$ cat config.mk
export PLATFORM = sky130hd
export DESIGN_NAME = forwardingUnit
export DESIGN_NICKNAME = d
export VERILOG_FILES = /design/src/logic/cpuPkg.sv /design/src/logic/forwardingUnit.sv
export SDC_FILE = /design/constraint.sdc
export NUM_CORES = 1
export LEC_CHECK = 0
export ABC_AREA = 1
export BUFFER_PORTS_ARGS = -buffer_cell sky130_fd_sc_hd__buf_2
export CORE_AREA = 2 2 39 41
export DETAILED_ROUTE_END_ITERATION = 7
export DIE_AREA = 0 0 41 43
export GPL_TIMING_DRIVEN = 0
export PLACE_DENSITY_LB_ADDON = 0.12
export SLEW_MARGIN = 20
export SYNTH_ARGS = -nofsm -noshare
export SYNTH_HDL_FRONTEND = slang
export SYNTH_SLANG_ARGS = --single-unit
$ cat constraint.sdc
create_clock -name vclk -period 0.8
set_input_delay 0.08 -clock vclk [all_inputs]
set_output_delay 0.08 -clock vclk [all_outputs]
set_load 0.02 [all_outputs]
$ cat src/logic/cpuPkg.sv
package cpuPkg;

  localparam int xlen = 32;
  localparam int regIndexW = 5;
  localparam int imemDepth = 64;
  localparam int dmemDepth = 64;

  // RV32I major opcodes for the supported subset
  typedef enum logic [6:0] {
    opReg   = 7'b0110011,
    opImm   = 7'b0010011,
    opLoad  = 7'b0000011,
    opStore = 7'b0100011
  } opcodeT;

  typedef enum logic [2:0] {
    aluAdd,
    aluSub,
    aluAnd,
    aluOr,
    aluXor,
    aluSlt
  } aluOpT;

  // Operand source picked by the forwarding units
  typedef enum logic [1:0] {
    fwdNone = 2'b00,
    fwdWb   = 2'b01,
    fwdMem  = 2'b10
  } fwdSelT;

  typedef struct packed {
    logic [xlen-1:0]      rs1Data;
    logic [xlen-1:0]      rs2Data;
    logic [regIndexW-1:0] rs1Index;
    logic [regIndexW-1:0] rs2Index;
    logic [regIndexW-1:0] rdIndex;
    logic [xlen-1:0]      imm;
    aluOpT                aluOp;
    logic                 aluSrc;
    logic                 memRead;
    logic                 memWrite;
    logic                 memToReg;
    logic                 regWrite;
  } idExT;

  typedef struct packed {
    logic [xlen-1:0]      aluResult;
    logic [xlen-1:0]      storeData;
    logic [regIndexW-1:0] rdIndex;
    logic                 memRead;
    logic                 memWrite;
    logic                 memToReg;
    logic                 regWrite;
  } exMemT;

  typedef struct packed {
    logic [xlen-1:0]      loadData;
    logic [xlen-1:0]      execData;
    logic [regIndexW-1:0] rdIndex;
    logic                 memToReg;
    logic                 regWrite;
  } memWbT;

endpackage

$ cat src/logic/forwardingUnit.sv
`timescale 1ns/1ps

module forwardingUnit (
  input  logic [cpuPkg::regIndexW-1:0]  readIndex,
  input  logic [cpuPkg::regIndexW-1:0]  memWriteIndex,
  input  logic [cpuPkg::regIndexW-1:0]  wbWriteIndex,
  input  logic                          memRegWrite,
  input  logic                          wbRegWrite,
  output cpuPkg::fwdSelT                select
);

  // Youngest producer wins, x0 is never forwarded
  always_comb begin
    select = cpuPkg::fwdNone;
    if (readIndex != '0) begin
      if (memRegWrite && memWriteIndex == readIndex) begin
        select = cpuPkg::fwdMem;
      end else if (wbRegWrite && wbWriteIndex == readIndex) begin
        select = cpuPkg::fwdWb;
      end
    end
  end

endmodule

==> run metrics <==
Logic pwr share 1.000; final hold violations 0; worst vdd ir around 0.11 mV; Final Power approximately 0.19 mW; initial antenna violation count 0; Post-Layout Cell Count 93; CORE AREA about 1400 sq um; Die X about 41 um; outcome finished with violations; Syn Nets 75; final WL 623 um; Die H approximately 43 um; RSZ-0062 raised after global routing yes; Clk network pwr share 0; fin area 443 sq um; post-route minimum period a little under 0.9 ns; kind of critical path input pin to output pin; Max Slew Vio Count 0; largest net degree at the start of global routing 5; Ys Warns 0; setup TNS -0.116 ns; Area Growth Syn to Fin 89.3%; share of cells above drive strength 1 0.429; Final period util 1.11; internal power between 0.09 and 0.1 mW; critical path cell sequence buf_8 > inv_8 > nor2_4 > nor2_1 > nand2_1 > nor2_1 > nand2_1 > nor2_1 > buf_4; relative slew slack 0.899; sequential fraction of the synthesis area 0; vias in the first global route 276; Core Util, Final 0.320; CP peak stage delay roughly 0.15 ns; grt total ovfl 0; fmax around 1.1 GHz; DP Area approximately 350 sq um; die area ~1800 sq um; DP HPWL about 530 um; sw power between 0.09 and 0.1 mW; pre-CTS WS -0.145 ns; drt via density 3.81; Syn Area/Cell 4.03 sq um; IO buf count 19; setup violators final 2; switch share 0.481; clock buffers 0; Setup crit start kind input pin; 1st-iter DRT viols 2; Detailed Routing Iterations Pass 1 4; Placed Cells 93; setup slack after layout -0.0853 ns; Data arrival, critical path between 0.8 and 0.9 ns; first-pass GRT wire length between 900 and 1000 um; CP max-delay cell buf_4; Worst-Margin Slew 0.151 ns; post-route ant nets 0; GRT Total Usage 0.0699; Post-CTS Hold Fix Bufs 0; P per Cell Area approximately 430 nW/um^2; Leak 0.272 nW; Starting Density 0.169; nets 96; Gate Count Post-Synth 58; Synth cell types 9; Inserted Diodes 0; Fill cells between 150 and 200; num ports 19; sequential share of power 0; cell mode on critical path nor2_1; FFs & Latches 0; DR WL/cell 6.70 um; crit end category output pin; failing checks setup timing; residual DRC count 0; # rows 14; synthesized area roughly 230 sq um; routability cong. around 0.65; Seq. cell area 0 sq um; via count approximately 350; hold slack between 0.6 and 0.7 ns; Worst Hold Class input pin to output pin; postcts setup bufs 0; Worst EP required between 0.7 and 0.8 ns; CP Max Fanout 4; Max-cap violations 0
## area by class of cell
| cell class | instances | area (sq um) | area share |
|---|---|---|---|
| multi-input combinational | 43 | 198 | 0.446 |
| timing repair buffer | 19 | 151 | 0.342 |
| inverter | 15 | 73.8 | 0.167 |
| tap | 16 | 20.0 | 0.0452 |
## worst max-delay path: cells and delay by family
family	cells	cell delay, ns
buffers and inverters	3	0.31
AND/OR/NAND/NOR	6	0.43
## cells by family (layout without fill, tap and decap cells)
family | Yosys count | count (layout) | synth area share
buffers and inverters | 15 | 34 | 0.241
and+or+nand+nor | 43 | 43 | 0.759
## cells in the final DEF (no fill, tap or decap)
cell and n:
buf_2 10, buf_4 2, buf_6 5, buf_8 2, inv_1 10, inv_4 4, inv_8 1, nand2_1 24
nand2_2 5, nand3_1 2, nand4_1 1, nor2_1 7, nor2_2 2, nor2_4 1, nor3_2 1
## final timing paths
kind	depth (start not counted)	to	start
setup / recovery	9	select[0]	readIndex[3]
hold / removal	5	select[1]	readIndex[4]
## routing by layer
layer	global-route usage	vias to the layer above	wire length, um
met1	0.101	135	297
met2	0.119	14	264
met5	0	-	0
met4	0	0	0
met3	0	0	61
li1	-	205	-
## power groups by stage
stage / registers, mW / clock network, mW / logic (mW)
floorplan: 0 / 0 / 0.0771
CTS: 0 / 0 / 0.149
detailed placement: 0 / 0 / 0.141
global route: 0 / 0 / 0.215
global placement: 0 / 0 / 0.141
finish: 0 / 0 / 0.190
## synth_stat cells
| master | count | area share |
|---|---|---|
| nor3_2 | 1 | 0.043 |
| nand2_1 | 28 | 0.45 |
| nand2_2 | 1 | 0.027 |
| inv_2 | 3 | 0.048 |
| inv_1 | 12 | 0.19 |
| nand4_1 | 1 | 0.027 |
| nor2_1 | 9 | 0.14 |
| nand3_1 | 2 | 0.043 |
| nor2_2 | 1 | 0.027 |
## what timing repair did
item	CTS	global route
hold endpoints to repair	0	0
resized for setup	6	23
setup endpoints to repair	2	2
pin swaps	1	15
No activity file was read; power rests on OpenSTA's default activity.
