[src/logic/cpuPkg.sv]
package cpuPkg;

  localparam int xlen = 32;
  localparam int regIndexW = 5;
  localparam int imemDepth = 64;
  localparam int dmemDepth = 64;

  // RV32I major opcodes for the supported subset
  typedef enum logic [6:0] {
    opReg   = 7'b0110011,
    opImm   = 7'b0010011,
    opLoad  = 7'b0000011,
    opStore = 7'b0100011
  } opcodeT;

  typedef enum logic [2:0] {
    aluAdd,
    aluSub,
    aluAnd,
    aluOr,
    aluXor,
    aluSlt
  } aluOpT;

  // Operand source picked by the forwarding units
  typedef enum logic [1:0] {
    fwdNone = 2'b00,
    fwdWb   = 2'b01,
    fwdMem  = 2'b10
  } fwdSelT;

  typedef struct packed {
    logic [xlen-1:0]      rs1Data;
    logic [xlen-1:0]      rs2Data;
    logic [regIndexW-1:0] rs1Index;
    logic [regIndexW-1:0] rs2Index;
    logic [regIndexW-1:0] rdIndex;
    logic [xlen-1:0]      imm;
    aluOpT                aluOp;
    logic                 aluSrc;
    logic                 memRead;
    logic                 memWrite;
    logic                 memToReg;
    logic                 regWrite;
  } idExT;

  typedef struct packed {
    logic [xlen-1:0]      aluResult;
    logic [xlen-1:0]      storeData;
    logic [regIndexW-1:0] rdIndex;
    logic                 memRead;
    logic                 memWrite;
    logic                 memToReg;
    logic                 regWrite;
  } exMemT;

  typedef struct packed {
    logic [xlen-1:0]      loadData;
    logic [xlen-1:0]      execData;
    logic [regIndexW-1:0] rdIndex;
    logic                 memToReg;
    logic                 regWrite;
  } memWbT;

endpackage

[src/logic/dataMemory.sv]
`timescale 1ns/1ps

module dataMemory (
  input  logic           clk,
  input  logic           arstN,
  input  cpuPkg::exMemT  exMem,
  output cpuPkg::memWbT  memWb
);

  logic [cpuPkg::xlen-1:0]                mem [cpuPkg::dmemDepth];
  logic [$clog2(cpuPkg::dmemDepth)-1:0]   wordAddr;
  logic [cpuPkg::xlen-1:0]                readData;

  // Word address from bits 7 to 2
  assign wordAddr = exMem.aluResult[$clog2(cpuPkg::dmemDepth)+1:2];
  assign readData = exMem.memRead ? mem[wordAddr] : '0;

  always_ff @(posedge clk) begin
    if (exMem.memWrite) begin
      mem[wordAddr] <= exMem.storeData;
    end
  end

  // Memory/writeback barrier
  always_ff @(posedge clk or negedge arstN) begin
    if (!arstN) begin
      memWb <= '0;
    end else begin
      memWb.loadData <= readData;
      memWb.execData <= exMem.aluResult;
      memWb.rdIndex  <= exMem.rdIndex;
      memWb.memToReg <= exMem.memToReg;
      memWb.regWrite <= exMem.regWrite;
    end
  end

endmodule

[config.mk]
export PLATFORM = sky130hd
export DESIGN_NAME = dataMemory
export DESIGN_NICKNAME = d
export VERILOG_FILES = /design/src/logic/cpuPkg.sv /design/src/logic/dataMemory.sv
export SDC_FILE = /design/constraint.sdc
export NUM_CORES = 2
export LEC_CHECK = 0
export BUFFER_PORTS_ARGS = -buffer_cell sky130_fd_sc_hd__buf_2
export CORE_ASPECT_RATIO = 1.5
export CORE_UTILIZATION = 45
export CTS_CLUSTER_DIAMETER = 150
export DETAILED_ROUTE_END_ITERATION = 16
export SLEW_MARGIN = 15
export SYNTH_ARGS = -nofsm -noshare
export SYNTH_HDL_FRONTEND = slang
export SYNTH_SLANG_ARGS = --single-unit
[constraint.sdc]
create_clock -name clk -period 2.1 [get_ports clk]
set_input_delay 0.42 -clock clk [delete_from_list [all_inputs] [get_ports clk]]
set_output_delay 0.42 -clock clk [all_outputs]
set_load 0.02 [all_outputs]
==> results.yml <==
floorplan:
  die-area_mm2: 0.184
  start_util_pct: 45.4
  die_y_um: 525
  fp.coreArea_mm2: 0.181
  io-pin-count: 146
  row_count: 191
  die_w_um: 351
global_routing:
  grtUsageTotal_pct: 27.2
  gr-total-overflow: 0
  grt_max_degree: 65
  met1_usage_pct: 33.7
  grt_pass1_vias: 49600
  grt_antenna_before_repair: 5
  grt_util_met3_pct: 3.39
  top_usage_layer: "met2"
  grtUsageMet2_pct: 47.6
  grt_pass1_wl_mm: 357
power_and_ir_drop:
  p_leak_nw: 33.1
  power.total_mw: 87.4
  p_per_area_mw_per_mm2: 869
  ir_drop_v: 0.000787
setup_path:
  worstReg2RegStart: "mem[29][30]$_DFFE_PP_"
  crit_arrival_ps: 2770
  criticalPathCategory: "in -> reg"
  crit_path_end_kind: "flip-flop"
  critical_path.max_fanout: 27
  r2r_cells: 6
  crit_end: "memWb[61]$_DFF_PN0_"
  required_ps: 2790
  reg2reg_to: "memWb[69]$_DFF_PN0_"
  cp-start-kind: "input port"
  critical_path.startpoint: "exMem[45]"
  regToRegSetupSlack_ps: 30
synthesis:
  yosysTopAreaCellShare_pct: 75.0
  synth_edf_count: 2048
  async_reset_ff_share_pct: 3.35
  yosysMostFrequentCell: "edfxtp_1"
  ys_warn_count: 0
  ys_seq_elements: 2119
  syn-instance-count: 4745
  synthTopCellsByCount: "edfxtp_1, a221oi_1, a22oi_1, clkbuf_1, o21ai_0"
  syn_nets: 4820
  ys_top_cells_by_area: "edfxtp_1, a221oi_1, a22oi_1"
  syn_area_per_cell_um2: 17.3
  synth_flop_cell: "edfxtp_1"
  yosys.area.top_type: "edfxtp_1"
  synth_cell_types: 59
  ys_seq_area_share_pct: 77.2
  syn_area_mm2: 0.0820
timing:
  fmax_mhz: 481
  hold_viol_final: 0
  finalCriticalPeriod_ps: 2080
  rsz0062_at_grt: "false"
  slew_violations: 0
  fin_worst_skew_ps: 55.9
  maxSlewHeadroom_pct: 18.2
  worstMarginPinSlew_ps: 1220
  holdWs_ps: 42.5
  timing.final.crit_share_pct: 98.9
  setup_viol: 0
clock_network:
  clockBufferDepth: 4
  clock-root-buffer: "clkbuf_16"
  cts-buffers-inserted: 199
  insertion_delay_ps: 860
  path_clk_slew_ps: 70
  htree_levels: 4
  cts_tree: "built"
  cts_sinks: 2119
place:
  dp_cells: 7660
  placedInstanceArea_mm2: 0.0938
  port_buffers: 145
  dp_hpwl_mm: 165
  place_congestion: 0.868
routing:
  dr_total_vias: 49800
  routed_wl_mm: 252
  drt.antenna.violating_nets: 0
  first_iter_violations: 5379
  dr.pass1.iters: 6
  drc_errors: 0
  viasPerCell: 6.19
  routedWlPerCell_um: 31.2
cells_and_area:
  final_cells: 8053
  syn_to_final_growth_pct: 22.6
  nNetsFinal: 5562
  n_fill_cell: 13900
  drive_above_1_share_pct: 24.8
  stdcell_area_mm2: 0.101
flow_run:
  drv_cap: 0
hold_path:
  worstHoldPathType: "in -> reg"
run_status:
  status: "completed"
## worst min path at each step
stage / endpoint / cells after the start / from / slack [ps]
4_1_cts: memWb[14]$_DFF_PN0_ / 3 / exMem[48] / 20
3_3_place_gp: memWb[44]$_DFF_PN0_ / 1 / arstN / 330
2_1_floorplan: memWb[0]$_DFF_PN0_ / 0 / arstN / 120
3_5_place_dp: memWb[44]$_DFF_PN0_ / 1 / arstN / 330
6_report: mem[23][24]$_DFFE_PP_ / 2 / exMem[33] / 40
5_1_grt: memWb[13]$_DFF_PN0_ / 2 / exMem[47] / 30
## worst max-delay path, cell delays in order
cell       delay (ps)
buf_8             230
buf_12            230
buf_12            200
buf_4             300
nand3b_1          150
a21o_1            130
o2111ai_1         220
nor4_1            650
a31oi_1           170
## cell type report
cell class	instances	area, um2	share of cell area [%]
Sequential cell	2119	63300	62.9
Multi-Input combinational cell	2226	17900	17.8
Timing Repair Buffer	935	10200	10.2
Clock buffer	247	5240	5.22
Tap cell	2412	3020	3.00
Clock inverter	101	811	0.807
Inverter	6	25.0	0.0249
Antenna cell	7	17.5	0.0174
## cell families after synthesis
kind of cell / Yosys count / share of synthesized area, %
flops: 2119 / 77.2
mux: 256 / 3.75
buf+inv: 400 / 2.18
simple gates: 783 / 6.14
compound gates: 1187 / 10.8
## sequential cells by signal, summed over array words and instances (netlist names)
signal  count
mem      2048
memWb      71
## per-layer routing
metal / wire (um) / vias to the layer above
met1: 93200 / 26000
li1: - / 21200
met4: 11900 / 0
met2: 130000 / 2127
met3: 16400 / 512
met5: 0 / -
## where the power goes
part,total [mW],switching (mW),internal (mW)
combinational,6.09,3.81,2.29
clock,34.4,15.4,19.0
sequential,46.9,0.174,46.7
## cell usage in the layout (no fill, tap or decap), types with 15 or more instances in the layout
| master | instances |
|---|---|
| edfxtp_1 | 2048 |
| buf_4 | 478 |
| buf_12 | 273 |
| a221oi_1 | 271 |
| a22oi_1 | 247 |
| clkbuf_16 | 201 |
| mux2i_1 | 175 |
| o21ai_0 | 175 |
| and3_1 | 142 |
| nor3b_1 | 141 |
| buf_2 | 141 |
| nand3b_1 | 138 |
| nor3_1 | 98 |
| a21oi_1 | 70 |
| dfrtp_1 | 70 |
| nor2_4 | 66 |
| o22ai_1 | 64 |
| a21o_1 | 56 |
| o2111ai_1 | 56 |
| nand2b_1 | 56 |
| o221ai_1 | 48 |
| mux2_2 | 43 |
| o22a_1 | 42 |
| clkbuf_1 | 42 |
| clkinv_1 | 40 |
| dlygate4sd3_1 | 38 |
| mux4_2 | 37 |
| clkinv_2 | 33 |
| a22o_1 | 29 |
| and3b_1 | 28 |
| nand3_1 | 16 |
| or3b_2 | 15 |
| a31oi_1 | 15 |
| o211ai_1 | 15 |
## timing repair
item	4_1_cts	5_1_grt
hold endpoints to repair	106	0
pin swaps	6	3
hold buffers	38	0
gates resized for setup	30	22
setup endpoints to repair	16	14
buffers inserted	0	0
## through the flow
step | util, % | setup TNS (ps) | worst slack, ps
2_1_floorplan | - | -1073240 | -559
3_3_place_gp | 51.9 | -754450 | -1730
3_5_place_dp | 51.9 | -772670 | -1400
4_1_cts | 55.6 | 0 | 1.73
5_1_grt | 55.6 | 0 | 0.887
6_report | 55.6 | 0 | 22.4
No activity file was read; power rests on OpenSTA's default activity.
