### config.mk
export PLATFORM = sky130hd
export DESIGN_NAME = decodeControl
export DESIGN_NICKNAME = d
export VERILOG_FILES = /design/src/logic/cpuPkg.sv /design/src/logic/decodeControl.sv
export SDC_FILE = /design/constraint.sdc
export NUM_CORES = 1
export LEC_CHECK = 0
export ABC_AREA = 1
export BUFFER_PORTS_ARGS = -buffer_cell sky130_fd_sc_hd__clkbuf_2
export CELL_PAD_IN_SITES_DETAIL_PLACEMENT = 0
export CELL_PAD_IN_SITES_GLOBAL_PLACEMENT = 1
export CORE_MARGIN = 2
export CORE_UTILIZATION = 31
export DETAILED_ROUTE_END_ITERATION = 16
export PLACE_DENSITY_LB_ADDON = 0.1
export SETUP_SLACK_MARGIN = 0.02
export SLEW_MARGIN = 0
export SYNTH_ARGS = -nofsm -noshare
export SYNTH_HDL_FRONTEND = slang
export SYNTH_SLANG_ARGS = --single-unit
export TNS_END_PERCENT = 1
### constraint.sdc
create_clock -name clk -period 1.75 [get_ports clk]
set_input_delay 0.175 -clock clk [delete_from_list [all_inputs] [get_ports clk]]
set_output_delay 0.175 -clock clk [all_outputs]
set_load 0.01 [all_outputs]
### src/logic/cpuPkg.sv
package cpuPkg;

  localparam int xlen = 32;
  localparam int regIndexW = 5;
  localparam int imemDepth = 64;
  localparam int dmemDepth = 64;

  // RV32I major opcodes for the supported subset
  typedef enum logic [6:0] {
    opReg   = 7'b0110011,
    opImm   = 7'b0010011,
    opLoad  = 7'b0000011,
    opStore = 7'b0100011
  } opcodeT;

  typedef enum logic [2:0] {
    aluAdd,
    aluSub,
    aluAnd,
    aluOr,
    aluXor,
    aluSlt
  } aluOpT;

  // Operand source picked by the forwarding units
  typedef enum logic [1:0] {
    fwdNone = 2'b00,
    fwdWb   = 2'b01,
    fwdMem  = 2'b10
  } fwdSelT;

  typedef struct packed {
    logic [xlen-1:0]      rs1Data;
    logic [xlen-1:0]      rs2Data;
    logic [regIndexW-1:0] rs1Index;
    logic [regIndexW-1:0] rs2Index;
    logic [regIndexW-1:0] rdIndex;
    logic [xlen-1:0]      imm;
    aluOpT                aluOp;
    logic                 aluSrc;
    logic                 memRead;
    logic                 memWrite;
    logic                 memToReg;
    logic                 regWrite;
  } idExT;

  typedef struct packed {
    logic [xlen-1:0]      aluResult;
    logic [xlen-1:0]      storeData;
    logic [regIndexW-1:0] rdIndex;
    logic                 memRead;
    logic                 memWrite;
    logic                 memToReg;
    logic                 regWrite;
  } exMemT;

  typedef struct packed {
    logic [xlen-1:0]      loadData;
    logic [xlen-1:0]      execData;
    logic [regIndexW-1:0] rdIndex;
    logic                 memToReg;
    logic                 regWrite;
  } memWbT;

endpackage

### src/logic/decodeControl.sv
`timescale 1ns/1ps

module decodeControl (
  input  logic                          clk,
  input  logic                          arstN,
  input  logic [cpuPkg::xlen-1:0]       instr,
  input  logic                          instrValid,
  output logic [cpuPkg::regIndexW-1:0]  rs1Index,
  output logic [cpuPkg::regIndexW-1:0]  rs2Index,
  input  logic [cpuPkg::xlen-1:0]       rs1Data,
  input  logic [cpuPkg::xlen-1:0]       rs2Data,
  output logic                          stall,
  output cpuPkg::idExT                  idEx
);

  logic [2:0]              funct3;
  logic [6:0]              funct7;
  logic [cpuPkg::xlen-1:0] immI;
  logic [cpuPkg::xlen-1:0] immS;
  cpuPkg::aluOpT           aluOp;
  logic                    aluSrc;
  logic                    memRead;
  logic                    memWrite;
  logic                    memToReg;
  logic                    regWrite;
  cpuPkg::idExT            idExNext;

  assign rs1Index = instr[19:15];
  assign rs2Index = instr[24:20];
  assign funct3   = instr[14:12];
  assign funct7   = instr[31:25];
  assign immI     = {{20{instr[31]}}, instr[31:20]};
  assign immS     = {{20{instr[31]}}, instr[31:25], instr[11:7]};

  // Unknown encodings fall through with every control bit low
  always_comb begin
    aluOp    = cpuPkg::aluAdd;
    aluSrc   = 1'b0;
    memRead  = 1'b0;
    memWrite = 1'b0;
    memToReg = 1'b0;
    regWrite = 1'b0;
    case (instr[6:0])
      cpuPkg::opReg: begin
        regWrite = 1'b1;
        case ({funct7, funct3})
          {7'b0000000, 3'b000}: aluOp = cpuPkg::aluAdd;
          {7'b0100000, 3'b000}: aluOp = cpuPkg::aluSub;
          {7'b0000000, 3'b111}: aluOp = cpuPkg::aluAnd;
          {7'b0000000, 3'b110}: aluOp = cpuPkg::aluOr;
          {7'b0000000, 3'b100}: aluOp = cpuPkg::aluXor;
          {7'b0000000, 3'b010}: aluOp = cpuPkg::aluSlt;
          default:              regWrite = 1'b0;
        endcase
      end
      cpuPkg::opImm: begin
        aluSrc   = 1'b1;
        regWrite = 1'b1;
        case (funct3)
          3'b000:  aluOp = cpuPkg::aluAdd;
          3'b111:  aluOp = cpuPkg::aluAnd;
          3'b110:  aluOp = cpuPkg::aluOr;
          3'b100:  aluOp = cpuPkg::aluXor;
          default: regWrite = 1'b0;
        endcase
      end
      cpuPkg::opLoad: begin
        if (funct3 == 3'b010) begin
          aluSrc   = 1'b1;
          memRead  = 1'b1;
          memToReg = 1'b1;
          regWrite = 1'b1;
        end
      end
      cpuPkg::opStore: begin
        if (funct3 == 3'b010) begin
          aluSrc   = 1'b1;
          memWrite = 1'b1;
        end
      end
      default: ;
    endcase
  end

  // Load in execute feeding the instruction in decode
  assign stall = instrValid && idEx.memRead && idEx.rdIndex != '0 &&
                 (idEx.rdIndex == rs1Index || idEx.rdIndex == rs2Index);

  always_comb begin
    idExNext.rs1Data  = rs1Data;
    idExNext.rs2Data  = rs2Data;
    idExNext.rs1Index = rs1Index;
    idExNext.rs2Index = rs2Index;
    idExNext.rdIndex  = instr[11:7];
    idExNext.imm      = (instr[6:0] == cpuPkg::opStore) ? immS : immI;
    idExNext.aluOp    = aluOp;
    idExNext.aluSrc   = aluSrc;
    idExNext.memRead  = memRead;
    idExNext.memWrite = memWrite;
    idExNext.memToReg = memToReg;
    idExNext.regWrite = regWrite;
  end

  always_ff @(posedge clk or negedge arstN) begin
    if (!arstN) begin
      idEx <= '0;
    end else if (stall || !instrValid) begin
      idEx <= '0;
    end else begin
      idEx <= idExNext;
    end
  end

endmodule

==> results.cfg, run 1 <==
[drt]
wirelength_mm = 10.0
average_vias_per_placed_instance = 3.91
drt_first_iter_violations = 91
num_vias = 3320
antenna_violating_nets_post_route = 0
detail_route.first_pass.iterations = 4
wl_per_cell_um = 11.8
dr_drc_count = 0

[clock_tree]
cts-buffers-inserted = 9
clk-insertion-delay-late_ns = 0.35
clock-root-buffer = sky130_fd_sc_hd__clkbuf_16
cts_clk_pin_slew_worst_paths_ns = 0.07
ctsLongestPathBuffers = 2
clock-sinks = 98
clock_tree_from_tritoncts = done
cts-htree-levels = 3

[sta]
hold_viol_final = 0
final.setup.tns_ns = 0
final_period_minus_worst_setup_slack_ns = 1.62
setup-violations-final = 0
holdWs_ns = 0.0166
fmax_mhz = 616
rsz0062_at_grt = no
slew_at_the_pin_with_the_worst_max_slew_slack_ns = 0.499
slew_hr_pct = 66.7
drv_slew = 0
timing.clock.skew_ns = 0.00996
layout_worst_path_cycle_share_pct = 92.8

[floorplanning]
initial_utilization_pct = 31.4
floorplan.die_area_um2 = 14300
boundaryPins = 229
core_area_um2 = 13100
dieHeight_um = 119
die_width_um = 119
fp-row-count = 42

[logic_synthesis]
yosys.area_share.simple_pct = 20.1
synthesis.area_um2 = 4130
synth.top_cells.by_count = sky130_fd_sc_hd__inv_1, sky130_fd_sc_hd__dfrtp_1, sky130_fd_sc_hd__nor2_1
ys.warnings.count = 0
synthMostInstantiatedCell = sky130_fd_sc_hd__inv_1
synth-edff-count = 0
muxShareOfSynthArea_pct = 0
synth-seq-cells = 98
syn-mean-instance-area_um2 = 9.08
yosysUniqueCellTypes = 17
synth.largest_area_cell = sky130_fd_sc_hd__dfrtp_1
synth_top_area_share_pct = 59.4
synth_cells = 455
post_synthesis_async_set_or_reset_flop_share_pct = 100
synth_top_family_by_area = simple AND/OR/NAND/NOR gates
synthesis.nets = 554
xor_xnor_share_of_the_synthesized_area_pct = 0.424
ys_top_cells_by_area = sky130_fd_sc_hd__dfrtp_1, sky130_fd_sc_hd__inv_1, sky130_fd_sc_hd__nor2_1
post_synthesis_share_of_cell_area_spent_on_full_adders_half_adders_and_majority_gates_pct = 0
synth.yosys.seq_area_share_pct = 59.4
synth_compound_gate_area_share_pct = 1.76
ys.flop_type = sky130_fd_sc_hd__dfrtp_1

[flow_run]
maxCapViolations = 0

[placed_design]
io_buffers = 228
final_wtd_congestion = 0.737
hpwl_mm = 7.57
place.detailed.instances = 823
dpl-instance-area_um2 = 5260

[cells_and_area]
biggestRegsByFlops = idEx x98
area_growth_pct = 37.0
multiInputGateArea_um2 = 936
antenna_cells = 0
regArea_um2 = 2460
fin_nets = 768
final_layout_size_suffix_gt1_share_pct = 45.3
fin_area_um2 = 5660
layout.filler_cells = 1369
max_ffs_per_register = 98
largest_register = idEx
final_cell_count_no_fill = 849

[critical_path]
crit_path_start_kind = register
worst_ep_required_time_ns = 1.57
worst_ep_arrival_time_ns = 1.45
worstSetupPathType = reg -> out
critical_path_peak_fanout = 5
end_kind = primary output

[global_route]
global_route_wire_length_before_repair_mm = 15.8
grt_use_total_pct = 14.3
grt_max_degree = 60
antenna_found_initial = 0
via_count_of_the_first_global_routing_pass = 3182
overflow = 0

[power_and_ir_drop]
power_per_cell_area_nw_per_um2 = 884
standby_leakage_power_nw = 3.47
worst_ir_drop_vdd_v = 0.000369

[run_status]
run_status = finished, final reports clean

[hold_path]
timing.hold.worst.class = in -> reg
-- through the flow --
stage,setup slack [ns],utilization (%),total power [mW]
6_report,0.126,43.1,5.00
2_1_floorplan,0.355,-,2.79
3_3_place_gp,0.182,40.0,3.10
4_1_cts,0.0248,42.8,5.09
5_1_grt,0.0169,43.1,5.27
3_5_place_dp,0.166,40.0,3.11
-- final cells by class --
cell class                      instances  area share [%]
Inverter                              112            7.43
Timing Repair Buffer                  245            23.7
Clock inverter                          5           0.995
Clock buffer                           10            4.05
Sequential cell                        98            43.4
Tap cell                              176            3.89
Multi-Input combinational cell        203            16.5
-- power by group --
part	internal, mW	switching (mW)
Combinational	0.278	0.372
Sequential	2.37	0.0437
Clock	1.10	0.837
-- routing by layer --
| layer | part of all wire, % | track usage (%) | wire (um) | up-vias |
|---|---|---|---|---|
| met3 | 7.5 | 3.98 | 754 | 16 |
| li1 | - | - | - | 1682 |
| met1 | 42 | 17.5 | 4240 | 1498 |
| met2 | 48 | 23.4 | 4770 | 124 |
| met4 | 2.4 | 6.84 | 237 | 0 |
| met5 | 0 | 0 | 0 | - |
-- worst max-delay path, stage by stage (launching register included) --
cell                       delay (ns)
sky130_fd_sc_hd__dfrtp_2         0.44
sky130_fd_sc_hd__nor2_2          0.11
sky130_fd_sc_hd__nor2_1          0.05
sky130_fd_sc_hd__nor2_1          0.10
sky130_fd_sc_hd__nand3_1         0.08
sky130_fd_sc_hd__nand2_1         0.09
sky130_fd_sc_hd__nand2_2         0.07
sky130_fd_sc_hd__inv_1           0.05
sky130_fd_sc_hd__clkbuf_2        0.13
-- cells by family (layout without fill, tap and decap cells) --
group                  count (synthesis)  after routing
AND/OR/NAND/NOR                      188            188
AO/OA/AOI/OAI                         13             13
XOR/XNOR                               2              2
flip-flops                            98             98
buffers and inverters                154            372
-- cell usage in the layout (no fill, tap or decap), types with 3 or more instances in the layout --
| cell | n |
|---|---|
| sky130_fd_sc_hd__clkbuf_16 | 9 |
| sky130_fd_sc_hd__nor2_1 | 79 |
| sky130_fd_sc_hd__clkbuf_2 | 227 |
| sky130_fd_sc_hd__inv_1 | 106 |
| sky130_fd_sc_hd__nor2_2 | 42 |
| sky130_fd_sc_hd__nand2_1 | 49 |
| sky130_fd_sc_hd__o21ai_0 | 6 |
| sky130_fd_sc_hd__a21oi_1 | 4 |
| sky130_fd_sc_hd__dfrtp_2 | 3 |
| sky130_fd_sc_hd__buf_4 | 6 |
| sky130_fd_sc_hd__buf_12 | 4 |
| sky130_fd_sc_hd__dlygate4sd3_1 | 8 |
| sky130_fd_sc_hd__inv_2 | 6 |
| sky130_fd_sc_hd__nand3_1 | 13 |
| sky130_fd_sc_hd__dfrtp_1 | 95 |
-- timing repair --
action / CTS / global route
endpoints found under the hold margin: 20 / 0
pin swaps: 0 / 2
buffers inserted: 0 / 3
hold buffers: 8 / 0
resized for setup: 2 / 4
endpoints found under the setup margin: 1 / 1
-- worst paths after layout --
| path | from | endpoint | slack, ns | cells past startpoint |
|---|---|---|---|---|
| worst max-delay path | idEx[40] | stall | 0.13 | 8 |
| worst min-delay path | rs2Data[8] | idEx[63] | 0.02 | 3 |
| worst max register to register | idEx[40] | idEx[62] | 0.14 | 10 |
| worst min register to register | idEx[3] | idEx[0] | 0.85 | 6 |
| max in group asynchronous | arstN | idEx[43] | 0.88 | 3 |
| min in group asynchronous | arstN | idEx[11] | 0.24 | 2 |
Power figures use the tool's default switching activity.
==> run 2, diff against run 1 <==
--- a/config.mk
+++ b/config.mk
@@ -9,7 +9,6 @@
 export BUFFER_PORTS_ARGS = -buffer_cell sky130_fd_sc_hd__clkbuf_2
 export CELL_PAD_IN_SITES_DETAIL_PLACEMENT = 0
 export CELL_PAD_IN_SITES_GLOBAL_PLACEMENT = 1
-export CORE_MARGIN = 2
 export CORE_UTILIZATION = 31
 export DETAILED_ROUTE_END_ITERATION = 16
 export PLACE_DENSITY_LB_ADDON = 0.1
==> results.cfg, run 2 (same netlist as run 1, synthesis figures left out) <==
[critical_path]
critical_path_peak_fanout = 5
worst_ep_required_time_ns = 1.57
end_kind = primary output
worstSetupPathType = reg -> out
worst_ep_arrival_time_ns = 1.45
crit_path_start_kind = register

[sta]
drv_slew = 0
rsz0062_at_grt = no
final.setup.tns_ns = 0
slew_at_the_pin_with_the_worst_max_slew_slack_ns = 0.504
slew_hr_pct = 66.4
final_period_minus_worst_setup_slack_ns = 1.63
fmax_mhz = 614
setup-violations-final = 0
timing.clock.skew_ns = 0.00554
setup_ws_ns = 0.121
layout_worst_path_cycle_share_pct = 93.1
hold_viol_final = 0

[placed_design]
hpwl_mm = 7.52
io_buffers = 228
worst_setup_slack_before_clock_tree_synthesis_ns = 0.127
dpl-instance-area_um2 = 5250
final_wtd_congestion = 0.782

[floorplanning]
boundaryPins = 229
core_area_um2 = 12800
floorplan.die_area_um2 = 13800
die_width_um = 117
fp-row-count = 41
initial_utilization_pct = 32.2
dieHeight_um = 117

[global_route]
grt_max_degree = 49
grt_use_total_pct = 15.1
antenna_found_initial = 0
via_count_of_the_first_global_routing_pass = 3298
global_route_wire_length_before_repair_mm = 16.2
overflow = 0

[power_and_ir_drop]
standby_leakage_power_nw = 3.47
power_per_cell_area_nw_per_um2 = 884
worst_ir_drop_vdd_v = 0.000374

[clock_tree]
ctsLongestPathBuffers = 2
cts-htree-levels = 3
cts-buffers-inserted = 9
clock_tree_from_tritoncts = done
clk-insertion-delay-late_ns = 0.34
clock-sinks = 98
cts_clk_pin_slew_worst_paths_ns = 0.07
clock-root-buffer = sky130_fd_sc_hd__clkbuf_16

[cells_and_area]
final_layout_size_suffix_gt1_share_pct = 46.5
layout.filler_cells = 1326
layout_commonest_cell = sky130_fd_sc_hd__clkbuf_2
max_ffs_per_register = 98
final_cell_mix = sky130_fd_sc_hd__clkbuf_2, sky130_fd_sc_hd__inv_1, sky130_fd_sc_hd__dfrtp_1, sky130_fd_sc_hd__nor2_1, sky130_fd_sc_hd__nand2_1
postLayoutCoreUtil_pct = 43.8
largest_register = idEx
antenna_cells = 0
biggestRegsByFlops = idEx x98
area_growth_pct = 36.0
fin_area_um2 = 5620
fin_nets = 765

[drt]
drt_first_iter_violations = 129
average_vias_per_placed_instance = 3.90
wirelength_mm = 9.79
dr_drc_count = 0
wl_per_cell_um = 11.6
num_vias = 3291
detail_route.first_pass.iterations = 4
antenna_violating_nets_post_route = 0

[run_status]
run_status = finished, final reports clean

[hold_path]
timing.hold.worst.class = in -> reg

[flow_run]
maxCapViolations = 0
run 2: per-stage QoR:
| step | hold WS [ns] | instances | power, mW |
|---|---|---|---|
| detailed placement | 0.173 | 820 | 3.10 |
| floorplan | -0.121 | 455 | 2.79 |
| global placement | 0.163 | 820 | 3.10 |
| CTS | 0.00255 | 838 | 5.05 |
| global route | 0.00507 | 843 | 5.20 |
| finish | 0.0161 | 843 | 4.97 |
run 2: critical path, cell delays in order (launching register included):
cell and delay, ns:
sky130_fd_sc_hd__dfrtp_2 0.46, sky130_fd_sc_hd__nand2_1 0.08, sky130_fd_sc_hd__nand2_1 0.05, sky130_fd_sc_hd__nor2_1 0.10
sky130_fd_sc_hd__nand3_1 0.10, sky130_fd_sc_hd__nand2_2 0.11, sky130_fd_sc_hd__nand2_4 0.07, sky130_fd_sc_hd__inv_2 0.05
sky130_fd_sc_hd__buf_6 0.09
run 2: layer usage:
metal,GRT usage [%],share of wire [%]
met1,18.3,43
met2,24.4,47
met3,5.16,7.9
met4,6.17,2.3
met5,0,0
run 2: what timing repair did:
item,CTS,global route
endpoints found under the hold margin,33,0
buffers inserted,0,5
gates resized for setup,0,11
endpoints found under the setup margin,0,73
hold buffers,2,0
run 2: area by class of cell:
type / instances / area (um2) / area share [%]
inverter: 112 / 420 / 7.48
sequential: 98 / 2460 / 43.7
multi-input combinational: 203 / 943 / 16.8
clock inverter: 6 / 47.5 / 0.846
tap: 172 / 215 / 3.83
clock buffer: 10 / 239 / 4.25
timing repair buffer: 242 / 1300 / 23.1
run 2: path summary, 6_finish.rpt:
check / startpoint / end / slack [ns] / depth (start not counted)
setup / recovery: idEx[43] / stall / 0.12 / 8
max in group asynchronous: arstN / idEx[71] / 0.80 / 3
min in group asynchronous: arstN / idEx[47] / 0.34 / 2
setup reg to reg: idEx[43] / idEx[69] / 0.17 / 9
hold reg to reg: idEx[3] / idEx[5] / 0.75 / 5
hold / removal: rs2Data[10] / idEx[65] / 0.02 / 3
run 2: report_power, final:
group / internal [mW] / switching, mW
Clock: 1.02 / 0.890
Combinational: 0.274 / 0.371
Sequential: 2.37 / 0.0435
Total: 3.66 / 1.30
