[config.mk]
export PLATFORM = sky130hd
export DESIGN_NAME = executeAlu
export DESIGN_NICKNAME = d
export VERILOG_FILES = /design/src/logic/cpuPkg.sv /design/src/logic/executeAlu.sv
export SDC_FILE = /design/constraint.sdc
export NUM_CORES = 1
export LEC_CHECK = 0
export BUFFER_PORTS_ARGS = -buffer_cell sky130_fd_sc_hd__buf_4
export CORE_MARGIN = 3
export CORE_UTILIZATION = 35
export CTS_BUF_LIST = sky130_fd_sc_hd__clkbuf_4 sky130_fd_sc_hd__clkbuf_8
export CTS_CLUSTER_SIZE = 10
export DETAILED_ROUTE_END_ITERATION = 12
export GPL_TIMING_DRIVEN = 0
export PLACE_DENSITY_LB_ADDON = 0.2
export SKIP_LAST_GASP = 1
export SLEW_MARGIN = 20
export SYNTH_ARGS = -nofsm -noshare
export SYNTH_HDL_FRONTEND = slang
export SYNTH_SLANG_ARGS = --single-unit
[constraint.sdc]
create_clock -name clk -period 0.8 [get_ports clk]
set_input_delay 0.04 -clock clk [delete_from_list [all_inputs] [get_ports clk]]
set_output_delay 0.04 -clock clk [all_outputs]
set_load 0.05 [all_outputs]
[src/logic/cpuPkg.sv]
package cpuPkg;

  localparam int xlen = 32;
  localparam int regIndexW = 5;
  localparam int imemDepth = 64;
  localparam int dmemDepth = 64;

  // RV32I major opcodes for the supported subset
  typedef enum logic [6:0] {
    opReg   = 7'b0110011,
    opImm   = 7'b0010011,
    opLoad  = 7'b0000011,
    opStore = 7'b0100011
  } opcodeT;

  typedef enum logic [2:0] {
    aluAdd,
    aluSub,
    aluAnd,
    aluOr,
    aluXor,
    aluSlt
  } aluOpT;

  // Operand source picked by the forwarding units
  typedef enum logic [1:0] {
    fwdNone = 2'b00,
    fwdWb   = 2'b01,
    fwdMem  = 2'b10
  } fwdSelT;

  typedef struct packed {
    logic [xlen-1:0]      rs1Data;
    logic [xlen-1:0]      rs2Data;
    logic [regIndexW-1:0] rs1Index;
    logic [regIndexW-1:0] rs2Index;
    logic [regIndexW-1:0] rdIndex;
    logic [xlen-1:0]      imm;
    aluOpT                aluOp;
    logic                 aluSrc;
    logic                 memRead;
    logic                 memWrite;
    logic                 memToReg;
    logic                 regWrite;
  } idExT;

  typedef struct packed {
    logic [xlen-1:0]      aluResult;
    logic [xlen-1:0]      storeData;
    logic [regIndexW-1:0] rdIndex;
    logic                 memRead;
    logic                 memWrite;
    logic                 memToReg;
    logic                 regWrite;
  } exMemT;

  typedef struct packed {
    logic [xlen-1:0]      loadData;
    logic [xlen-1:0]      execData;
    logic [regIndexW-1:0] rdIndex;
    logic                 memToReg;
    logic                 regWrite;
  } memWbT;

endpackage

[src/logic/executeAlu.sv]
`timescale 1ns/1ps

module executeAlu (
  input  logic                     clk,
  input  logic                     arstN,
  input  cpuPkg::idExT             idEx,
  input  cpuPkg::fwdSelT           lhsSelect,
  input  cpuPkg::fwdSelT           rhsSelect,
  input  logic [cpuPkg::xlen-1:0]  memForward,
  input  logic [cpuPkg::xlen-1:0]  wbForward,
  output cpuPkg::exMemT            exMem
);

  logic [cpuPkg::xlen-1:0] lhs;
  logic [cpuPkg::xlen-1:0] rhsReg;
  logic [cpuPkg::xlen-1:0] rhs;
  logic [cpuPkg::xlen-1:0] result;

  function automatic logic [cpuPkg::xlen-1:0] pickOperand(
    input cpuPkg::fwdSelT          sel,
    input logic [cpuPkg::xlen-1:0] pipeValue,
    input logic [cpuPkg::xlen-1:0] memValue,
    input logic [cpuPkg::xlen-1:0] wbValue
  );
    case (sel)
      cpuPkg::fwdMem: return memValue;
      cpuPkg::fwdWb:  return wbValue;
      default:        return pipeValue;
    endcase
  endfunction

  assign lhs    = pickOperand(lhsSelect, idEx.rs1Data, memForward, wbForward);
  assign rhsReg = pickOperand(rhsSelect, idEx.rs2Data, memForward, wbForward);
  // Immediate replaces the register only after forwarding
  assign rhs    = idEx.aluSrc ? idEx.imm : rhsReg;

  always_comb begin
    case (idEx.aluOp)
      cpuPkg::aluSub: result = lhs - rhs;
      cpuPkg::aluAnd: result = lhs & rhs;
      cpuPkg::aluOr:  result = lhs | rhs;
      cpuPkg::aluXor: result = lhs ^ rhs;
      cpuPkg::aluSlt: result = {{(cpuPkg::xlen-1){1'b0}}, $signed(lhs) < $signed(rhs)};
      default:        result = lhs + rhs;
    endcase
  end

  always_ff @(posedge clk or negedge arstN) begin
    if (!arstN) begin
      exMem <= '0;
    end else begin
      exMem.aluResult <= result;
      exMem.storeData <= rhsReg;
      exMem.rdIndex   <= idEx.rdIndex;
      exMem.memRead   <= idEx.memRead;
      exMem.memWrite  <= idEx.memWrite;
      exMem.memToReg  <= idEx.memToReg;
      exMem.regWrite  <= idEx.regWrite;
    end
  end

endmodule

==> flow_metrics.env, run 1 <==
export IMPL_violations="hold timing, setup timing"
export IMPL_grt_max_degree=74
export IMPL_cp_start_kind="input pin"
export IMPL_busiest_layer="met2"
export IMPL_slowest_delay_ns=0.51
export IMPL_floorplan_initialDensity_pct=36.1
export IMPL_path_cells="buf_8 > inv_8 > ha_4 > buf_12 > buf_12 > nor2_1 > a21oi_2 > o21ai_2 > inv_1 > ha_1 > o21ai_1 > a31oi_1 > o221ai_1 > or2b_1 > a41oi_4 > o31ai_4 > a31o_1 > or4_1"
export IMPL_pwr_share_clk_pct=11.2
export IMPL_final_util_pct=59.4
export IMPL_async_flop_share_pct=100
export IMPL_register_area_um2=1830
export IMPL_synth_cells=1276
export IMPL_largest_reg_flops=73
export IMPL_nets=1948
export IMPL_synth_compound_area_share_pct=35.7
export IMPL_syn_avg_cell_area_um2=7.23
export IMPL_clock_sinks=73
export IMPL_portBuffers=249
export IMPL_synth_xor_area_share_pct=2.18
export IMPL_ys_seq_elements=73
export IMPL_worst_slew_pin_slew_ns=0.952
export IMPL_cp_arrival_ns=3.64
export IMPL_htree_levels=3
export IMPL_ctsLongestPathBuffers=2
export IMPL_pwr_share_seq_pct=17.1
export IMPL_critPathKind="input pin to register"
export IMPL_top_regs="exMem: 73 flops"
export IMPL_crit_required_ns=1.06
export IMPL_die_area_um2=28400
export IMPL_die_height_um=168
export IMPL_status="complete, but fails checks"
export IMPL_globalplace_congestion=0.985
export IMPL_hold_ws_ns=-0.343
export IMPL_num_vias=11585
export IMPL_ctsHoldBuffers=9
export IMPL_critPathTopFamily="compound AO/OA/AOI/OAI gates"
export IMPL_synthFlopType="dfrtp_1"
export IMPL_vias_per_cell=5.82
export IMPL_avgRoutedWirePerCell_um=23.1
export IMPL_p_switching_mw=13.4
export IMPL_grt_pass1_wl_mm=67.4
export IMPL_crit_top_cell="buf_12"
export IMPL_fmax_mhz=296
export IMPL_intPower_mw=13.5
export IMPL_drv_cap=0
export IMPL_hold_class="input pin to async pin"
export IMPL_rsz0062_at_grt="true"
export IMPL_ys_types=84
export IMPL_coreArea_um2=25500
export IMPL_overflow=0
export IMPL_power_frac_comb_pct=71.7
export IMPL_dp_hpwl_mm=34.0
export IMPL_drcViolationCount=0
export IMPL_swShare_pct=49.8
export IMPL_netlist_top_cells_area="dfrtp_1 (20%), ha_1 (14%), a21oi_1 (7.4%)"
export IMPL_layout_drive_gt1_share_pct=45.4
export IMPL_synth_top_area_cell="dfrtp_1"
export IMPL_regMostFlops="exMem"
export IMPL_fin_crit_sh_pct=423
export IMPL_synth_top_family_by_area="compound AO/OA/AOI/OAI gates"
export IMPL_met1_usage_pct=39.8
export IMPL_yosysWarnings=0
export IMPL_synth_simple_area_share_pct=16.5
export IMPL_drv_slew=0
export IMPL_muxShareOfSynthArea_pct=0.542
export IMPL_synth_area_um2=9230
export IMPL_power_density_nw_per_um2=1770
export IMPL_grt_pass1_vias=11369
export IMPL_grt_use_met3_pct=8.85
export IMPL_cts_tree="built"
export IMPL_antenna_left=0
export IMPL_relSlewSlack_pct=36.6
export IMPL_path_max_fanout=7
export IMPL_ys_seq_area_share_pct=19.8
export IMPL_antenna_found_initial=0
export IMPL_root_buffer="clkbuf_8"
export IMPL_fill_cells=2330
export IMPL_tns_ns=-80.59
export IMPL_yosys_area_top_type_share_pct=19.8
export IMPL_dieWidth_um=168
export IMPL_crit_slowest_cell="or4_1"
export IMPL_crit_buf_inv=5
export IMPL_fin_ws_ns=-2.58
export IMPL_syn_nets=1567
export IMPL_synth_adder_area_share_pct=14.0
export IMPL_fin_crit_ns=3.38
export IMPL_grtUsageTotal_pct=30.7
export IMPL_leakage_nw=6.78
export IMPL_vdd_drop_max_v=0.00140
export IMPL_path_clk_slew_ns=0.10
export IMPL_hold_viol=100
export IMPL_end_kind="register"
export IMPL_finalSetupViolCount=119
export IMPL_n_antenna_cell=0
export IMPL_rows=58
export IMPL_first_pass_iters=8
export IMPL_drt_wl_total_mm=46.0
export IMPL_io_pins=262
export IMPL_syn2layout_area_growth_pct=64.3
export IMPL_multi_input_area_um2=8010
export IMPL_dp_cells=1855
export IMPL_met2_usage_pct=49.3
export IMPL_drt_iter0_markers=1127
export IMPL_stdcell_count=1992
export IMPL_synth_edf_count=0
export IMPL_cts_buffers=9
export IMPL_place_worst_setup_slack_ns=-3.52
## logic make-up (layout without fill, tap and decap cells)
| kind of cell | after synthesis | in the layout |
|---|---|---|
| flops | 73 | 73 |
| buf+inv | 234 | 620 |
| compound gates | 502 | 502 |
| xor+xnor | 23 | 23 |
| simple gates | 337 | 337 |
| fa+ha+maj | 102 | 102 |
| mux | 5 | 5 |
## metrics by stage
step	power, mW	instance area, um2
after floorplan	14.4	9660
after global placement	18.8	11900
after detailed placement	18.9	11900
after CTS	25.2	14300
after global routing	28.2	15200
final	26.9	15200
## per-layer routing
| layer | up-vias | wire length, um |
|---|---|---|
| met2 | 716 | 20800 |
| met1 | 5480 | 18700 |
| met3 | 106 | 4920 |
| met5 | - | 0 |
| met4 | 0 | 1550 |
| li1 | 5283 | - |
## final cells by class
class | instances | share of cell area [%]
inverters | 145 | 3.76
well taps | 330 | 2.72
repair buffers | 377 | 22.1
plain buffers | 82 | 5.38
flip-flops and latches | 73 | 12.0
clock buffers | 10 | 0.867
clock inverters | 6 | 0.281
multi-input cells | 969 | 52.9
## power by group through the flow
stage	clock network, mW	registers [mW]	logic, mW
3_5_place_dp	0	4.54	14.3
3_3_place_gp	0	4.54	14.3
5_1_grt	3.23	4.66	20.3
4_1_cts	3.14	4.59	17.4
2_1_floorplan	0	6.78	7.60
6_report	3.02	4.59	19.3
## synth_stat cells (all sizes together) (4+ instances only)
cell type,n
a211o,4
a211oi,16
a21boi,7
a21o,12
a21oi,141
a221o,4
a221oi,4
a22oi,81
a31oi,8
a32oi,4
and2,5
and3,10
buf,23
clkbuf,66
dfrtp,73
ha,100
inv,144
mux2i,5
nand2,137
nand2b,9
nand3,12
nand4,6
nor2,109
nor2b,5
nor3,21
o211ai,13
o21a,8
o21ai,121
o21bai,13
o221ai,9
o22ai,16
o311ai,6
o31ai,13
or2,4
or3,7
xnor2,21
## cells in the final DEF, fill, tap and decap left out, drive strengths merged, types with 7 or more instances in the layout
| master | netlist | routed |
|---|---|---|
| o21a | 8 | 8 |
| o21ai | 121 | 121 |
| clkbuf | 66 | 65 |
| and3 | 10 | 10 |
| o21bai | 13 | 13 |
| ha | 100 | 100 |
| buf | 23 | 395 |
| a21boi | 7 | 7 |
| a21o | 12 | 12 |
| nand3 | 12 | 12 |
| nand2 | 137 | 137 |
| dfrtp | 73 | 73 |
| a211oi | 16 | 16 |
| o211ai | 13 | 13 |
| xnor2 | 21 | 21 |
| dlygate4sd3 | 0 | 9 |
| nand2b | 9 | 9 |
| o31ai | 13 | 13 |
| a21oi | 141 | 141 |
| nor2 | 109 | 109 |
| a31oi | 8 | 8 |
| nor3 | 21 | 21 |
| inv | 144 | 144 |
| or3 | 7 | 7 |
| o22ai | 16 | 16 |
| o221ai | 9 | 9 |
| a22oi | 81 | 81 |
## what timing repair did
item,in CTS,in global routing
setup endpoints to repair,131,124
endpoints found under the hold margin,112,98
gates cloned,2,2
setup buffers,102,36
pin swaps,83,92
gates resized for setup,352,153
## how the worst max path moves through the flow
stage,from,to,slack [ns],cells after the start
2_1_floorplan,lhsSelect[0],exMem[69],-2.40,19
3_3_place_gp,lhsSelect[0],exMem[69],-3.51,17
3_5_place_dp,lhsSelect[0],exMem[69],-3.52,17
4_1_cts,rhsSelect[0],exMem[67],-2.43,18
5_1_grt,rhsSelect[0],exMem[67],-2.61,18
6_report,rhsSelect[0],exMem[67],-2.58,18
Note: power is estimated with default switching activity, not from simulation.
==> run 2: changes to the inputs <==
--- a/config.mk
+++ b/config.mk
@@ -13,6 +13,7 @@
 export DETAILED_ROUTE_END_ITERATION = 12
 export GPL_TIMING_DRIVEN = 0
 export PLACE_DENSITY_LB_ADDON = 0.2
+export RECOVER_POWER = 50
 export SKIP_LAST_GASP = 1
 export SLEW_MARGIN = 20
 export SYNTH_ARGS = -nofsm -noshare
==> flow_metrics.env, run 2 (synthesis gave the netlist of run 1 again) <==
export IMPL_status="complete, but fails checks"
export IMPL_violations="hold timing, setup timing"
export IMPL_fin_crit_ns=3.38
export IMPL_relSlewSlack_pct=24.1
export IMPL_finalSetupViolCount=119
export IMPL_crit_slowest_cell="or4_1"
export IMPL_rows=58
export IMPL_hold_ws_ns=-0.152
export IMPL_cts_buffers=9
export IMPL_rsz0062_at_grt="true"
export IMPL_worstSetupPathDepth=18
export IMPL_fill_cells=2330
export IMPL_clock_sinks=73
export IMPL_overflow=0
export IMPL_dp_hpwl_mm=34.0
export IMPL_n_antenna_cell=0
export IMPL_leakage_nw=6.77
export IMPL_final_common_cell="buf_4"
export IMPL_avgRoutedWirePerCell_um=23.1
export IMPL_path_cells="buf_8 > inv_8 > ha_4 > buf_12 > buf_12 > nor2_1 > a21oi_2 > o21ai_2 > inv_1 > ha_1 > o21ai_1 > a31oi_1 > o221ai_1 > or2b_1 > a41oi_4 > o31ai_4 > a31o_1 > or4_1"
export IMPL_ctsHoldBuffers=9
export IMPL_crit_start="rhsSelect[0]"
export IMPL_design_area_um2=15200
export IMPL_antenna_found_initial=0
export IMPL_fmax_mhz=296
export IMPL_first_pass_iters=7
export IMPL_end_kind="register"
export IMPL_die_height_um=168
export IMPL_grt_max_degree=74
export IMPL_vdd_drop_max_v=0.00140
export IMPL_endpoint="exMem[67]"
export IMPL_dieWidth_um=168
export IMPL_critPathTopFamily="compound AO/OA/AOI/OAI gates"
export IMPL_cts_tree="built"
export IMPL_layout_drive_gt1_share_pct=45.4
export IMPL_path_clk_slew_ns=0.10
export IMPL_drcViolationCount=0
export IMPL_regMostFlops="exMem"
export IMPL_top_regs="exMem: 73 flops"
export IMPL_portBuffers=249
export IMPL_slowest_delay_ns=0.51
export IMPL_power_density_nw_per_um2=1770
export IMPL_crit_buf_inv=5
export IMPL_drt_wl_total_mm=46.0
export IMPL_nets=1948
export IMPL_layout_common_cells="buf_4 (262), nand2_1 (129), inv_1 (125), buf_6 (109), nor2_1 (90)"
export IMPL_htree_levels=3
export IMPL_drv_slew=0
export IMPL_dp_cells=1855
export IMPL_total_power_mw=26.9
export IMPL_grt_pass1_wl_mm=67.4
export IMPL_drv_cap=0
export IMPL_path_max_fanout=7
export IMPL_stdcell_count=1992
export IMPL_io_pins=262
export IMPL_num_vias=11598
export IMPL_syn2layout_area_growth_pct=64.2
export IMPL_coreArea_um2=25500
export IMPL_grtUsageTotal_pct=30.7
export IMPL_fin_crit_sh_pct=422
export IMPL_hold_viol=100
export IMPL_ctsLongestPathBuffers=2
export IMPL_worst_slew_pin_slew_ns=1.14
export IMPL_die_area_um2=28400
export IMPL_crit_top_cell="buf_12"
export IMPL_grt_pass1_vias=11369
export IMPL_crit_required_ns=1.06
export IMPL_globalplace_congestion=0.985
export IMPL_cp_arrival_ns=3.64
export IMPL_fin_ws_ns=-2.58
export IMPL_cp_start_kind="input pin"
export IMPL_drt_iter0_markers=1127
export IMPL_critPathKind="input pin to register"
export IMPL_tns_ns=-80.62
export IMPL_dpl_cell_area_um2=11900
export IMPL_hold_class="input pin to async pin"
export IMPL_antenna_left=0
export IMPL_root_buffer="clkbuf_8"
export IMPL_largest_reg_flops=73
export IMPL_floorplan_initialDensity_pct=36.1
export IMPL_vias_per_cell=5.82
[run 2: changes by cell type in the layout (fill, tap and decap cells not counted)]
| cell | delta |
|---|---|
| buf_6 | -1 |
| clkbuf_4 | +1 |
[run 2: layout make-up]
cell class / instances / area [um2] / share of cell area [%]
Buffer: 82 / 816 / 5.38
Clock buffer: 10 / 131 / 0.867
Clock inverter: 6 / 42.5 / 0.281
Inverter: 145 / 571 / 3.76
Multi-Input combinational cell: 969 / 8010 / 52.9
Sequential cell: 73 / 1830 / 12.1
Tap cell: 330 / 413 / 2.72
Timing Repair Buffer: 377 / 3340 / 22.1
[run 2: worst min-delay path by stage]
stage                     slack (ns)     start        end
after global routing           -0.16  idEx[81]  exMem[35]
after global placement          0.15  idEx[41]   exMem[5]
final                          -0.15     arstN  exMem[21]
after floorplan                -0.26     arstN   exMem[0]
after detailed placement        0.15  idEx[43]   exMem[7]
after CTS                      -0.16     arstN  exMem[23]
[run 2: through the flow]
stage	setup WS (ns)	utilization, %
after global routing	-2.61	59.3
after detailed placement	-3.52	46.8
after floorplan	-2.40	-
after CTS	-2.43	56.0
final	-2.58	59.3
after global placement	-3.51	46.8
[run 2: per-layer routing]
layer  vias to the layer above  track usage (%)  routed length (um)
met5                         -                0                   0
met4                         0             10.0                1480
met3                        99             8.85                4890
met2                       723             49.3               20900
met1                      5493             39.8               18700
li1                       5283                -                   -
[run 2: what timing repair did]
item	CTS	global route
cloned	2	2
gates resized for setup	352	153
setup endpoints to repair	131	124
hold endpoints to repair	112	98
pin swaps	83	92
buffers inserted	102	36
[run 2: power by group]
group / total [mW] / internal [mW] / switching, mW
sequential: 4.59 / 4.30 / 0.287
clock: 3.03 / 1.18 / 1.85
combinational: 19.3 / 8.01 / 11.3
==> run 3: changes to the inputs <==
--- a/config.mk
+++ b/config.mk
@@ -5,6 +5,7 @@
 export SDC_FILE = /design/constraint.sdc
 export NUM_CORES = 1
 export LEC_CHECK = 0
+export ABC_AREA = 1
 export BUFFER_PORTS_ARGS = -buffer_cell sky130_fd_sc_hd__buf_4
 export CORE_MARGIN = 3
 export CORE_UTILIZATION = 35
@@ -14,6 +15,7 @@
 export GPL_TIMING_DRIVEN = 0
 export PLACE_DENSITY_LB_ADDON = 0.2
 export RECOVER_POWER = 50
+export SETUP_SLACK_MARGIN = 0.05
 export SKIP_LAST_GASP = 1
 export SLEW_MARGIN = 20
 export SYNTH_ARGS = -nofsm -noshare
==> flow_metrics.env, run 3 <==
export IMPL_leakage_nw=8.39
export IMPL_cp_arrival_ns=2.68
export IMPL_slowest_delay_ns=0.32
export IMPL_path_clk_slew_ns=0.10
export IMPL_crit_required_ns=1.07
export IMPL_drv_slew=0
export IMPL_top_regs="exMem: 73 flops"
export IMPL_dp_hpwl_mm=36.7
export IMPL_antenna_found_initial=0
export IMPL_path_cells="buf_4 > ha_4 > clkinvlp_4 > buf_12 > clkbuf_16 > o21ai_4 > inv_2 > ha_4 > buf_2 > nand2_8 > nor2_4 > buf_4 > nand3_1 > nand2_2 > nand2_2 > nand2_1 > nand2_1 > nand3_1 > nand3_2"
export IMPL_async_flop_share_pct=100
export IMPL_largest_reg_flops=73
export IMPL_ys_types=50
export IMPL_coreArea_um2=28200
export IMPL_hold_viol=105
export IMPL_relSlewSlack_pct=28.9
export IMPL_dieWidth_um=177
export IMPL_ys_seq_elements=73
export IMPL_vdd_drop_max_v=0.000833
export IMPL_rsz0062_at_grt="true"
export IMPL_fmax_mhz=414
export IMPL_nets=2272
export IMPL_synth_top_area_cell="dfrtp_1"
export IMPL_finalSetupViolCount=129
export IMPL_yosys_area_top_type_share_pct=17.9
export IMPL_ctsLongestPathBuffers=2
export IMPL_fin_crit_sh_pct=302
export IMPL_hold_class="input pin to async pin"
export IMPL_overflow=0
export IMPL_synth_cells=1642
export IMPL_drt_wl_total_mm=47.6
export IMPL_worst_slew_pin_slew_ns=1.07
export IMPL_num_vias=12598
export IMPL_grtUsageTotal_pct=27.9
export IMPL_die_height_um=177
export IMPL_violations="hold timing, setup timing"
export IMPL_yosysMostFrequentCell="nand2_1"
export IMPL_ys_seq_area_share_pct=17.9
export IMPL_ctsHoldBuffers=9
export IMPL_hold_ws_ns=-0.154
export IMPL_total_power_mw=31.8
export IMPL_fin_ws_ns=-1.62
export IMPL_yosysWarnings=0
export IMPL_grt_pass1_vias=11907
export IMPL_antenna_left=0
export IMPL_avgRoutedWirePerCell_um=20.1
export IMPL_clock_sinks=73
export IMPL_syn_nets=1933
export IMPL_cts_tree="built"
export IMPL_synthFlopType="dfrtp_1"
export IMPL_grt_max_degree=74
export IMPL_status="complete, but fails checks"
export IMPL_ys_top_cells_by_count="nand2_1 (430), inv_1 (309), nand3_1 (111)"
export IMPL_root_buffer="clkbuf_8"
export IMPL_critPathKind="input pin to register"
export IMPL_path_max_fanout=7
export IMPL_synth_edf_count=0
export IMPL_first_pass_iters=8
export IMPL_end_kind="register"
export IMPL_layout_common_cells="nand2_1 (345), inv_1 (264), buf_4 (233), buf_6 (98), nand2_2 (86)"
export IMPL_dp_cells=2270
export IMPL_crit_slowest_cell="ha_4"
export IMPL_netlist_top_cells_area="dfrtp_1 (18%), nand2_1 (16%), ha_1 (12%)"
export IMPL_grt_pass1_wl_mm=66.6
export IMPL_rows=61
export IMPL_io_pins=262
export IMPL_cts_buffers=9
export IMPL_syn_avg_cell_area_um2=6.21
export IMPL_drt_iter0_markers=1180
export IMPL_regMostFlops="exMem"
export IMPL_power_density_nw_per_um2=1940
export IMPL_cp_start_kind="input pin"
export IMPL_floorplan_initialDensity_pct=36.1
export IMPL_vias_per_cell=5.33
export IMPL_fin_crit_ns=2.42
export IMPL_drcViolationCount=0
export IMPL_stdcell_count=2364
export IMPL_crit_buf_inv=7
export IMPL_drv_cap=0
export IMPL_n_antenna_cell=0
export IMPL_synth_area_um2=10200
export IMPL_globalplace_congestion=1.05
export IMPL_place_worst_setup_slack_ns=-2.71
export IMPL_critPathTopFamily="buffers and inverters"
export IMPL_htree_levels=3
export IMPL_final_common_cell="nand2_1"
export IMPL_layout_drive_gt1_share_pct=45.5
export IMPL_portBuffers=250
export IMPL_die_area_um2=31200
export IMPL_syn2layout_area_growth_pct=60.9
run 3: cell types whose count changed in the layout (fill, tap and decap cells not counted), moves of 33 or more:
cell     previous run  this run
nand2_1           129       345
inv_1             125       264
nand2_2             6        86
a221o_1             4        64
inv_2              12        67
nand3_1             9        63
a22oi_1            52         0
nand3_2             3        49
nor2_1             90        47
o21ai_4            15        54
nand2_4             2        38
o21ai_0            45         9
a21oi_1            76        43
run 3: worst paths after layout:
| path | start | end | slack, ns | cells past startpoint |
|---|---|---|---|---|
| max in group asynchronous | arstN | exMem[67] | 0.26 | 1 |
| min | arstN | exMem[9] | -0.15 | 1 |
| max | lhsSelect[1] | exMem[68] | -1.62 | 19 |
| min in group clk | idEx[86] | exMem[40] | -0.14 | 3 |
run 3: repair_timing:
action                                  CTS  global route
resized for setup                       230           402
pin swaps                                51           136
endpoints found under the setup margin  135           135
endpoints found under the hold margin   114           105
buffers inserted                         26            34
gates cloned                              3             8
run 3: power breakdown:
group	total (mW)	switching (mW)	internal [mW]
logic	23.8	14.9	8.95
clock network	3.26	1.82	1.44
registers	4.72	0.334	4.39
total	31.8	17.0	14.8
run 3: area by class of cell:
type,count,area (um2)
fill,2565,11800
inverter,347,1350
sequential,73,1830
clock inverter,7,71.3
buffer,69,759
tap,378,473
timing repair buffer,330,2960
clock buffer,9,124
multi-input combinational,1151,8840
run 3: cell families (layout without fill, tap and decap cells):
group,Yosys count,in the layout,synth area share [%]
fa+ha+maj,102,102,12.7
simple gates,737,737,32.3
xor+xnor,12,12,1.03
buf+inv,418,762,16.9
compound gates,300,300,19.2
flops,73,73,17.9
run 3: per-stage QoR:
step                util, %  hold WS, ns  cell area [um2]  TNS, ns
floorplan                 -       -0.256            10700   -52.54
global placement       46.2        0.149            13100   -96.85
detailed placement     46.2        0.150            13100  -103.02
CTS                    51.0       -0.161            14400   -63.30
global route           58.1       -0.148            16400   -65.69
finish                 58.1       -0.154            16400   -60.50
run 3: routing by layer:
metal | up-vias | track usage [%] | part of all wire (%)
li1 | 5928 | - | -
met2 | 694 | 45.2 | 46
met1 | 5875 | 36.5 | 40
met4 | 0 | 10.5 | 4.0
met5 | - | 0 | 0
met3 | 101 | 6.05 | 10
